`src/chess_config.svh`:
```
// ########################################
// board geometry and command opcodes
// opcodes sit in address bits 7..4
// dropped opcodes decode as no-ops
// ########################################
`ifndef CHESS_CONFIG_SVH
`define CHESS_CONFIG_SVH

`define CHESS_FILES    8
`define CHESS_RANKS    8
`define CHESS_SQUARES  64

// command opcodes
`define OPC_FIND_SRC   4'b1111
`define OPC_FIND_DST   4'b1110
`define OPC_SET_ENABLE 4'b1101
`define OPC_ENABLE_ALL 4'b1100
`define OPC_SET_SQUARE 4'b1011
`define OPC_GET_SQUARE 4'b0101

`endif

```
`src/chess_pkg.sv`:
```
// ########################################
// shared types for the move finder
// square code is {colour, piece}, colour 1 = them
// ########################################
package chess_pkg;

    typedef enum logic [2:0] {
        PAWN   = 3'd0,
        KNIGHT = 3'd1,
        BISHOP = 3'd2,
        ROOK   = 3'd3,
        QUEEN  = 3'd4,
        KING   = 3'd5,
        EMPTY  = 3'd7
    } piece_e;

    typedef struct packed {
        logic   colour;
        piece_e piece;
    } square_t;

    typedef logic [5:0] sq_idx_t;
    typedef logic [2:0] prio_t;

    typedef enum logic {
        MODE_VICTIM    = 1'b0,
        MODE_AGGRESSOR = 1'b1
    } find_mode_e;

    // per-file vectors handed from one rank to the next
    typedef struct packed {
        logic [7:0] north;
        logic [7:0] northeast;
        logic [7:0] northwest;
        logic [7:0] knight_near;  // knight targets one rank up
        logic [7:0] knight_far;   // raw knight sources of this rank
        logic [7:0] king;
        logic [7:0] pawn;
        logic [7:0] knight_prev;  // raw knight sources two ranks down
    } ray_t;

    typedef struct packed {
        logic       active;
        find_mode_e mode;
        sq_idx_t    xmit;
    } find_cmd_t;

    // data_out layout
    typedef struct packed {
        logic    illegal;
        logic    none;
        sq_idx_t square;
    } move_result_t;

endpackage

```
`src/board_regs.sv`:
```
// ########################################
// one command per clock, no handshake
// square number is {addr[1:0], data_in[7:4]}
// board and mask feed the network directly
// ########################################
`timescale 1ns/1ps
`include "chess_config.svh"

module board_regs (
    input  logic                                     clk,
    input  logic                                     rst_n,
    input  logic [7:0]                               addr,
    input  logic [7:0]                               data_in,
    output chess_pkg::square_t [`CHESS_SQUARES-1:0] board,
    output logic [`CHESS_SQUARES-1:0]               enable_mask,
    output chess_pkg::find_cmd_t                     find_q,
    output logic                                     rd_valid,
    output chess_pkg::square_t                       rd_data
);
    import chess_pkg::*;

    logic [3:0] opcode;
    sq_idx_t    sq;
    logic       is_find;

    assign opcode  = addr[7:4];
    assign sq      = {addr[1:0], data_in[7:4]};
    assign is_find = (opcode == `OPC_FIND_SRC) || (opcode == `OPC_FIND_DST);

    // piece codes and enable mask
    always_ff @(posedge clk) begin
        if (!rst_n) begin
            // every square starts as them, empty
            board       <= '1;
            enable_mask <= '1;
        end else begin
            case (opcode)
                `OPC_SET_SQUARE: begin
                    board[sq] <= square_t'(data_in[3:0]);
                end
                `OPC_SET_ENABLE: begin
                    enable_mask[sq] <= data_in[0];
                end
                `OPC_ENABLE_ALL: begin
                    enable_mask <= '1;
                end
                default: begin
                end
            endcase
        end
    end

    // find launch and read strobe, both live for one cycle
    always_ff @(posedge clk) begin
        if (!rst_n) begin
            find_q   <= '0;
            rd_valid <= 1'b0;
        end else begin
            find_q.active <= is_find;
            find_q.mode   <= (opcode == `OPC_FIND_SRC) ? MODE_AGGRESSOR : MODE_VICTIM;
            // FIND-DST ignores the square field
            find_q.xmit   <= sq;
            rd_valid      <= (opcode == `OPC_GET_SQUARE);
        end
    end

    // read value, qualified by rd_valid
    always_ff @(posedge clk) begin
        if (opcode == `OPC_GET_SQUARE) begin
            rd_data <= board[sq];
        end
    end

endmodule

```
`src/square_cell.sv`:
```
// ########################################
// one square of the move network
// rays pass through empty squares only
// priority is 0 when the square is disabled
// ########################################
`timescale 1ns/1ps

module square_cell (
    input  chess_pkg::square_t    code,
    input  chess_pkg::find_mode_e mode,
    input  logic                  is_xmit,
    input  logic                  enabled,
    input  logic                  from_south,
    input  logic                  from_west,
    input  logic                  from_southeast,
    input  logic                  from_southwest,
    input  logic                  knight_hit,
    input  logic                  king_hit,
    input  logic                  pawn_push,
    input  logic                  pawn_cap,
    output logic                  to_north,
    output logic                  to_east,
    output logic                  to_northeast,
    output logic                  to_northwest,
    output logic                  knight_src,
    output logic                  king_src,
    output logic                  pawn_src,
    output chess_pkg::prio_t      prio,
    output logic                  illegal
);
    import chess_pkg::*;

    logic ours;
    logic victim;
    logic xmit_all;
    logic gen_orth;
    logic gen_diag;
    logic pass;
    logic orth_hit;
    logic diag_hit;
    logic attacked;

    assign ours     = (code.colour == 1'b0);
    assign victim   = (mode == MODE_VICTIM);
    // in aggressor mode the addressed square sends every shape
    assign xmit_all = !victim && is_xmit;

    assign gen_orth   = xmit_all || (victim && ours && (code.piece == ROOK ||
                                                         code.piece == QUEEN));
    assign gen_diag   = xmit_all || (victim && ours && (code.piece == BISHOP ||
                                                         code.piece == QUEEN));
    assign knight_src = xmit_all || (victim && ours && code.piece == KNIGHT);
    assign king_src   = xmit_all || (victim && ours && code.piece == KING);
    assign pawn_src   = xmit_all || (victim && ours && code.piece == PAWN);

    assign pass = (victim || !is_xmit) && (code.piece == EMPTY);

    assign to_north     = pass ? from_south     : gen_orth;
    assign to_east      = pass ? from_west      : gen_orth;
    assign to_northeast = pass ? from_southwest : gen_diag;
    assign to_northwest = pass ? from_southeast : gen_diag;

    assign orth_hit = from_south || from_west;
    assign diag_hit = from_southeast || from_southwest;
    assign attacked = orth_hit || diag_hit || knight_hit || king_hit || pawn_cap;

    always_comb begin
        prio    = '0;
        illegal = 1'b0;
        if (enabled) begin
            if (victim) begin
                illegal = attacked && !ours && (code.piece == KING);
                if (code.piece == EMPTY) begin
                    prio = (attacked || pawn_push) ? 3'd1 : 3'd0;
                end else if (!ours && attacked) begin
                    case (code.piece)
                        QUEEN:   prio = 3'd6;
                        ROOK:    prio = 3'd5;
                        BISHOP:  prio = 3'd4;
                        KNIGHT:  prio = 3'd3;
                        PAWN:    prio = 3'd2;
                        default: prio = 3'd0;
                    endcase
                end
            end else if (ours) begin
                // cheapest aggressor scores highest
                case (code.piece)
                    PAWN:    prio = (pawn_cap || pawn_push) ? 3'd6 : 3'd0;
                    KNIGHT:  prio = knight_hit ? 3'd5 : 3'd0;
                    BISHOP:  prio = diag_hit ? 3'd4 : 3'd0;
                    ROOK:    prio = orth_hit ? 3'd3 : 3'd0;
                    QUEEN:   prio = (orth_hit || diag_hit) ? 3'd2 : 3'd0;
                    KING:    prio = king_hit ? 3'd1 : 3'd0;
                    default: prio = 3'd0;
                endcase
            end
        end
    end

endmodule

```
`src/rank_stage.sv`:
```
// ########################################
// one rank of eight square cells
// file index grows to the east
// ########################################
`timescale 1ns/1ps
`include "chess_config.svh"

module rank_stage (
    input  chess_pkg::square_t [`CHESS_FILES-1:0] rank_codes,
    input  logic [`CHESS_FILES-1:0]               rank_enable,
    input  logic [2:0]                            rank_index,
    input  chess_pkg::find_cmd_t                  find,
    input  chess_pkg::ray_t                       ray_in,
    output chess_pkg::ray_t                       ray_out,
    output chess_pkg::prio_t [`CHESS_FILES-1:0]   prio_row,
    output logic [`CHESS_FILES-1:0]               illegal_row
);
    import chess_pkg::*;

    logic [`CHESS_FILES-1:0] to_east;
    logic [`CHESS_FILES-1:0] west_in;
    logic [`CHESS_FILES-1:0] se_in;
    logic [`CHESS_FILES-1:0] sw_in;
    logic [`CHESS_FILES-1:0] to_north;
    logic [`CHESS_FILES-1:0] to_ne;
    logic [`CHESS_FILES-1:0] to_nw;
    logic [`CHESS_FILES-1:0] knight_src;
    logic [`CHESS_FILES-1:0] king_src;
    logic [`CHESS_FILES-1:0] pawn_src;
    logic [`CHESS_FILES-1:0] knight_tgt;
    logic [`CHESS_FILES-1:0] king_tgt;
    logic [`CHESS_FILES-1:0] cap_tgt;

    // east chain runs across the rank
    assign west_in = to_east << 1;
    assign se_in   = ray_in.northwest >> 1;
    assign sw_in   = ray_in.northeast << 1;

    // knights one rank down arrive pre-shifted, two ranks down still need +-1
    assign knight_tgt = ray_in.knight_near | (ray_in.knight_prev << 1) |
                        (ray_in.knight_prev >> 1);
    // king from below plus same-rank neighbours
    assign king_tgt   = ray_in.king | (ray_in.king << 1) | (ray_in.king >> 1) |
                        (king_src << 1) | (king_src >> 1);
    assign cap_tgt    = (ray_in.pawn << 1) | (ray_in.pawn >> 1);

    for (genvar f = 0; f < `CHESS_FILES; f++) begin : g_file
        square_cell u_cell (
            .code           (rank_codes[f]),
            .mode           (find.mode),
            .is_xmit        (find.xmit == {rank_index, 3'(f)}),
            .enabled        (rank_enable[f]),
            .from_south     (ray_in.north[f]),
            .from_west      (west_in[f]),
            .from_southeast (se_in[f]),
            .from_southwest (sw_in[f]),
            .knight_hit     (knight_tgt[f]),
            .king_hit       (king_tgt[f]),
            .pawn_push      (ray_in.pawn[f]),
            .pawn_cap       (cap_tgt[f]),
            .to_north       (to_north[f]),
            .to_east        (to_east[f]),
            .to_northeast   (to_ne[f]),
            .to_northwest   (to_nw[f]),
            .knight_src     (knight_src[f]),
            .king_src       (king_src[f]),
            .pawn_src       (pawn_src[f]),
            .prio           (prio_row[f]),
            .illegal        (illegal_row[f])
        );
    end

    assign ray_out.north       = to_north;
    assign ray_out.northeast   = to_ne;
    assign ray_out.northwest   = to_nw;
    assign ray_out.knight_near = (knight_src << 2) | (knight_src >> 2);
    assign ray_out.knight_far  = knight_src;
    assign ray_out.king        = king_src;
    assign ray_out.pawn        = pawn_src;
    assign ray_out.knight_prev = ray_in.knight_far;

endmodule

```
`src/move_arbiter.sv`:
```
// ########################################
// highest priority wins, ties go to lower index
// data_out holds until the next find or read
// ########################################
`timescale 1ns/1ps
`include "chess_config.svh"

module move_arbiter (
    input  logic                                   clk,
    input  logic                                   rst_n,
    input  chess_pkg::find_cmd_t                   find_q,
    input  chess_pkg::prio_t [`CHESS_SQUARES-1:0] prio_all,
    input  logic [`CHESS_SQUARES-1:0]             illegal_all,
    input  logic                                   rd_valid,
    input  chess_pkg::square_t                     rd_data,
    output chess_pkg::move_result_t                data_out
);
    import chess_pkg::*;

    prio_t        best_prio;
    sq_idx_t      best_sq;
    move_result_t find_result;

    // index order scan, strict compare keeps the earliest maximum
    always_comb begin
        best_prio = '0;
        best_sq   = '0;
        for (int i = 0; i < `CHESS_SQUARES; i++) begin
            if (prio_all[i] > best_prio) begin
                best_prio = prio_all[i];
                best_sq   = sq_idx_t'(i);
            end
        end
    end

    // square stays 0 when nothing scored
    assign find_result.illegal = |illegal_all;
    assign find_result.none    = (best_prio == '0);
    assign find_result.square  = best_sq;

    always_ff @(posedge clk) begin
        if (!rst_n) begin
            data_out <= '0;
        end else if (find_q.active) begin
            data_out <= find_result;
        end else if (rd_valid) begin
            data_out <= move_result_t'({4'h0, rd_data});
        end
    end

endmodule

```
`src/chess_movegen_top.sv`:
```
// ########################################
// chess move finder top level
// result is valid one cycle after a find
// rays travel north, east and the two north diagonals only
// ########################################
`timescale 1ns/1ps
`include "chess_config.svh"

module chess_movegen_top (
    input  logic                    clk,
    input  logic                    rst_n,
    input  logic [7:0]              addr,
    input  logic [7:0]              data_in,
    output chess_pkg::move_result_t data_out
);
    import chess_pkg::*;

    square_t [`CHESS_SQUARES-1:0] board;
    logic [`CHESS_SQUARES-1:0]    enable_mask;
    find_cmd_t                    find_q;
    logic                         rd_valid;
    square_t                      rd_data;
    prio_t [`CHESS_SQUARES-1:0]   prio_all;
    logic [`CHESS_SQUARES-1:0]    illegal_all;

    // entry r feeds rank r, the last one leaves the board
    ray_t ray_chain [`CHESS_RANKS+1];

    board_regs u_regs (
        .clk         (clk),
        .rst_n       (rst_n),
        .addr        (addr),
        .data_in     (data_in),
        .board       (board),
        .enable_mask (enable_mask),
        .find_q      (find_q),
        .rd_valid    (rd_valid),
        .rd_data     (rd_data)
    );

    assign ray_chain[0] = '0;

    for (genvar r = 0; r < `CHESS_RANKS; r++) begin : g_rank
        rank_stage u_stage (
            .rank_codes  (board[r*`CHESS_FILES +: `CHESS_FILES]),
            .rank_enable (enable_mask[r*`CHESS_FILES +: `CHESS_FILES]),
            .rank_index  (3'(r)),
            .find        (find_q),
            .ray_in      (ray_chain[r]),
            .ray_out     (ray_chain[r+1]),
            .prio_row    (prio_all[r*`CHESS_FILES +: `CHESS_FILES]),
            .illegal_row (illegal_all[r*`CHESS_FILES +: `CHESS_FILES])
        );
    end

    move_arbiter u_arb (
        .clk         (clk),
        .rst_n       (rst_n),
        .find_q      (find_q),
        .prio_all    (prio_all),
        .illegal_all (illegal_all),
        .rd_valid    (rd_valid),
        .rd_data     (rd_data),
        .data_out    (data_out)
    );

endmodule

```
`config.mk`:
```
export PLATFORM = sky130hd
export DESIGN_NAME = chess_movegen_top
export DESIGN_NICKNAME = d
export VERILOG_FILES = /design/src/chess_pkg.sv /design/src/board_regs.sv /design/src/square_cell.sv /design/src/rank_stage.sv /design/src/move_arbiter.sv /design/src/chess_movegen_top.sv
export VERILOG_INCLUDE_DIRS = /design/src
export SDC_FILE = /design/constraint.sdc
export NUM_CORES = 2
export LEC_CHECK = 0
export ABC_AREA = 1
export BUFFER_PORTS_ARGS = -buffer_cell sky130_fd_sc_hd__buf_2
export CAP_MARGIN = 0
export CORE_MARGIN = 10
export CORE_UTILIZATION = 39
export CTS_CLUSTER_SIZE = 20
export DETAILED_ROUTE_END_ITERATION = 10
export PLACE_DENSITY = 0.64
export SLEW_MARGIN = 25
export SYNTH_ARGS = -nofsm -noshare
export SYNTH_HDL_FRONTEND = slang
export SYNTH_HIERARCHICAL = 1
export SYNTH_SLANG_ARGS = --single-unit
```
`constraint.sdc`:
```
create_clock -name clk -period 100.8 [get_ports clk]
set_input_delay 5.04 -clock clk [delete_from_list [all_inputs] [get_ports clk]]
set_output_delay 5.04 -clock clk [all_outputs]
set_load 0.005 [all_outputs]
```
[Yosys cells after proc, flatten, opt, wreduce, memory -nomap -nowiden]
Index checks and enable logic that the tools add are counted.
Storage, ports and cells
  register bits after elaboration: 341
  output and inout bits: 8
  word-level logic and storage cells: 3774
  bits of input ports: 18
Cells by class
  muxes and demuxes: 1338
  bitwise logic cells: 120
  magnitude comparators: 66
  reductions and logical operators: 1659
  eq/ne operators: 453
Operators with widths (count)
  3-bit two-way mux: 549
  3-bit one-hot mux with 6 select lines: 56
  3-bit one-hot mux with 5 select lines: 64
  1-bit logical OR: 912
  1-bit logical AND: 615
  3-bit equality test (second input constant): 192
  1-bit two-way mux: 463
  3-bit by 2-bit equality test with 1-bit output (second input constant): 128
  2-bit two-way mux: 133
  256-bit bitwise mux: 1
  8-bit by 7-bit bitwise OR with 8-bit output: 28
  3-bit logical NOT: 65
  3-bit by 1-bit equality test with 1-bit output (second input constant): 64
  6-bit equality test (second input constant): 32
  6-bit two-way mux: 32
  3-bit > comparator: 63
  8-bit bitwise OR: 20
  64-bit one-hot mux with 2 select lines: 1
  6-bit by 5-bit equality test with 1-bit output (second input constant): 16
  5-bit two-way mux: 16
  1-bit inverter: 65
  64-bit bitwise mux: 1
  64-bit OR reduction: 1
  1-bit logical NOT: 63
  other kinds (19): 56

[Logic depth before layout (Yosys ltp)]
  depth after elaboration: 140
  depth in mapped cells: 606

[Hierarchy]
Netlist, hierarchy kept.
Modules (own cells, without submodules)
  square_cell (g_rank[0].u_stage.g_file[0].u_cell ...): seq. area each 0.0 um^2, area each 362.8 um^2, cells an instance 78, times used 63
  board_regs: seq. area each 6706.4 um^2, area each 15274.6 um^2, cells an instance 2330, times used 1
  move_arbiter: seq. area each 160.2 um^2, area each 9395.3 um^2, cells an instance 1504, times used 1
  rank_stage: seq. area each 0.0 um^2, area each 471.7 um^2, cells an instance 97, times used 8
  square_cell (g_rank[1].u_stage.g_file[4].u_cell): seq. area each 0.0 um^2, area each 366.6 um^2, cells an instance 78, times used 1
  chess_movegen_top: seq. area each 0.0 um^2, area each 7.5 um^2, cells an instance 2, times used 1

[Worst setup path before layout]
OpenSTA, ideal clock, no wires.
  path type: reg2reg
  start: reg, netlist name u_regs/find_q[6]
  end: reg, netlist name u_arb/data_out[4]
  arrival: 69693 ps
  cell stages (with the launch flop): 531
  slack: 30983 ps
  cell sequence: dfxtp_1 nor2_1 nand2_1 nand2_1 nor2_1 nand3b_1 inv_1 nand2_1 nor2_1 nand2_1 nand2_1 nor2_1 nand2_1 nand2_1 ha_1 a21oi_2 nand2_2 nand2_2 [... 495 more ...] and2_1 ha_1 a31oi_1 nand2_1 inv_1 a31oi_1 inv_1 or2_2 nand2_2 ha_1 nand2_1 o21ai_0 nand2_1 nand3_1 nor4_1 nand2_1 nand2_1 a21oi_1

==> results.py <==
metrics = {
    "outcome": {
        "run_status": "finished, final reports clean",
    },
    "grt": {
        "grt_antenna_before_repair": 16,
        "grt.total_usage_pct": 27.8,
        "grt_pass1_vias": 54100,
        "first_pass_grt_wire_length_um": 318000,
        "grt_start_max_net_pins": 176,
        "grt_overflow_total": 0,
    },
    "die": {
        "fp.dieH_um": 382,
        "floorplan.core_area_um2": 130000,
        "chipWidth_um": 382,
        "design.die.area_um2": 146000,
        "ios": 26,
        "core.rowCount": 132,
        "floorplan.initialDensity_pct": 39.4,
    },
    "clock_tree": {
        "cts_inserted_buffers": 47,
        "cts.root.buffer_cell": "sky130_fd_sc_hd__clkbuf_16",
        "clk_transition_reported_paths_ns": 0.06,
        "clock-sinks": 341,
        "post-cts-setup-buffer-count": 0,
        "cts_hold_repair.buffers": 0,
        "worstSkewPairLatency_ns": 0.68,
        "clockBufferDepth": 3,
        "cts_tree": "yes",
        "h-tree-depth": 2,
        "cts-resized-gates": 0,
    },
    "detailed_routing": {
        "drt-pass1-iter-count": 7,
        "number_of_remaining_drc_errors": 0,
        "route.vias.total": 60200,
        "drt-vias-per-instance": 5.38,
        "drt_iter0_markers": 6560,
        "wl_um": 215000,
        "drt-wirelength-per-cell_um": 19.2,
        "route.antenna.remaining_nets": 0,
    },
    "sta": {
        "fin_worst_skew_ns": 0.0262,
        "slew-limit-headroom_pct": 26.7,
        "setup_viol": 0,
        "pin_slew_with_the_least_headroom_to_its_limit_ns": 1.09,
        "grt_setup_unrepaired": "false",
        "fin_tns_setup_ns": 0,
        "timing.final.max_slew_violations": 0,
        "final.period_utilization_pct": 77.0,
        "max_freq_mhz": 12.9,
        "hold_violations": 0,
        "crit_path_time_final_ns": 77.57,
    },
    "place": {
        "globalplace.congestion": 1.04,
        "placedCellCount": 11100,
        "detailedPlacementHpwl_um": 165000,
        "port_buffers": 23,
    },
    "synth": {
        "synth_warnings": 6,
        "synthCells": 9489,
        "avgSynthCellArea_um2": 5.39,
        "area_of_the_mapped_netlist_um2": 51100,
    },
    "min_path": {
        "depth_of_the_worst_hold_timing_path": 2,
        "hold_path.class": "reg -> reg",
        "capture_endpoint_of_the_worst_hold_path": "u_arb/data_out[0]",
        "hold_path.startpoint": "u_arb/data_out[0]",
    },
    "worst_setup_path": {
        "timing.critical_path.arrival_ns": 78.12,
        "r2r.worst_path.cells": 532,
        "rr_startpoint": "u_regs/find_q[1]",
        "kind_of_end_point_of_the_critical_path": "flop",
        "cp_slowest_cell": "sky130_fd_sc_hd__buf_4",
        "worstPathRequired_ns": 101.35,
        "critical-path-top-cell-by-count": "sky130_fd_sc_hd__nand2_1",
        "worstSetupPathType": "reg -> reg",
        "critical-path-max-stage-delay_ns": 0.41,
        "critPathMaxFanout": 32,
        "cp-start-kind": "flop",
        "worst-r2r-setup-slack_ns": 23.23,
        "worst_r2r_dst": "u_arb/data_out[4]",
    },
    "job": {
        "max_cap_violations": 0,
    },
    "layout": {
        "layout.nets": 9617,
        "num_antenna_cells": 0,
        "areaGrowthSynthToFinish_pct": 4.59,
        "fraction_of_layout_instances_using_a_drive_strength_above_1_pct": 11.9,
        "layoutNonFillerInstCount": 11200,
        "fillerInstances": 14700,
    },
}
-- registers in the layout, summed over array words and instances (netlist names) --
| signal | flops |
|---|---|
| u_regs/find_q | 8 |
| u_regs/rd_valid | 1 |
| u_regs/rd_data | 4 |
| u_regs/board | 256 |
| u_regs/enable_mask | 64 |
| u_arb/data_out | 8 |
-- metrics by stage --
| stage | utilization (%) | hold WS (ns) | cell area (µm²) | setup slack [ns] |
|---|---|---|---|---|
| after floorplan | - | 0.452 | 51700 | 30.98 |
| after global placement | 39.8 | 0.456 | 51700 | 26.59 |
| after detailed placement | 39.8 | 0.463 | 51700 | 24.39 |
| after CTS | 41.2 | 0.472 | 53400 | 24.22 |
| after global routing | 41.2 | 0.492 | 53500 | 16.08 |
| final | 41.2 | 0.469 | 53500 | 23.23 |
-- cells in the final DEF, fill, tap and decap left out, types with 34 or more instances in the layout --
cell type,n
sky130_fd_sc_hd__o21ai_0,316
sky130_fd_sc_hd__ha_1,189
sky130_fd_sc_hd__nand3_1,743
sky130_fd_sc_hd__nand3_2,214
sky130_fd_sc_hd__buf_4,41
sky130_fd_sc_hd__inv_2,178
sky130_fd_sc_hd__a21oi_1,272
sky130_fd_sc_hd__nor2_1,693
sky130_fd_sc_hd__nand2_1,3788
sky130_fd_sc_hd__or2_2,154
sky130_fd_sc_hd__o211ai_1,106
sky130_fd_sc_hd__nor3_2,129
sky130_fd_sc_hd__o21bai_1,65
sky130_fd_sc_hd__nand2_2,34
sky130_fd_sc_hd__nor3b_1,64
sky130_fd_sc_hd__clkbuf_16,48
sky130_fd_sc_hd__inv_1,1184
sky130_fd_sc_hd__conb_1,170
sky130_fd_sc_hd__a31oi_1,112
sky130_fd_sc_hd__o21ai_1,133
sky130_fd_sc_hd__nor2_2,211
sky130_fd_sc_hd__dfxtp_1,336
-- routing by layer --
layer / GRT usage [%] / routed length [µm]
met1: 36.4 / 90400
met2: 43.2 / 90600
met3: 5.14 / 21000
met4: 14.4 / 13000
met5: 0 / 100
-- how the worst max path moves through the flow --
stage / depth (start not counted) / end / startpoint / slack [ns]
after floorplan: 530 / u_arb/data_out[4] / u_regs/find_q[6] / 30.98
after global placement: 530 / u_arb/data_out[4] / u_regs/find_q[1] / 26.59
after detailed placement: 532 / u_arb/data_out[4] / u_regs/find_q[1] / 24.39
after CTS: 532 / u_arb/data_out[4] / u_regs/find_q[1] / 24.22
after global routing: 531 / u_arb/data_out[4] / u_regs/find_q[1] / 16.08
final: 532 / u_arb/data_out[4] / u_regs/find_q[1] / 23.23
-- cell type report --
class | count | area [µm²] | share of cell area, %
Tap cell | 1742 | 2180 | 4.08
Sequential cell | 341 | 6870 | 12.9
Clock buffer | 59 | 1320 | 2.47
Clock inverter | 24 | 403 | 0.754
Multi-Input combinational cell | 7578 | 37000 | 69.1
Inverter | 1379 | 5260 | 9.83
Timing Repair Buffer | 63 | 470 | 0.880
-- critical path, delay by kind of cell (launching register included) --
kind,cells,cell delay [ns]
and+or+nand+nor,218,27.97
buffers and inverters,133,13.31
adders and majority gates,63,16.37
DFF,1,0.31
AOI/OAI and AO/OA,118,19.42
Power is not shown: default switching activity piles up to over one toggle a cycle in this logic, so the estimate is an artifact.
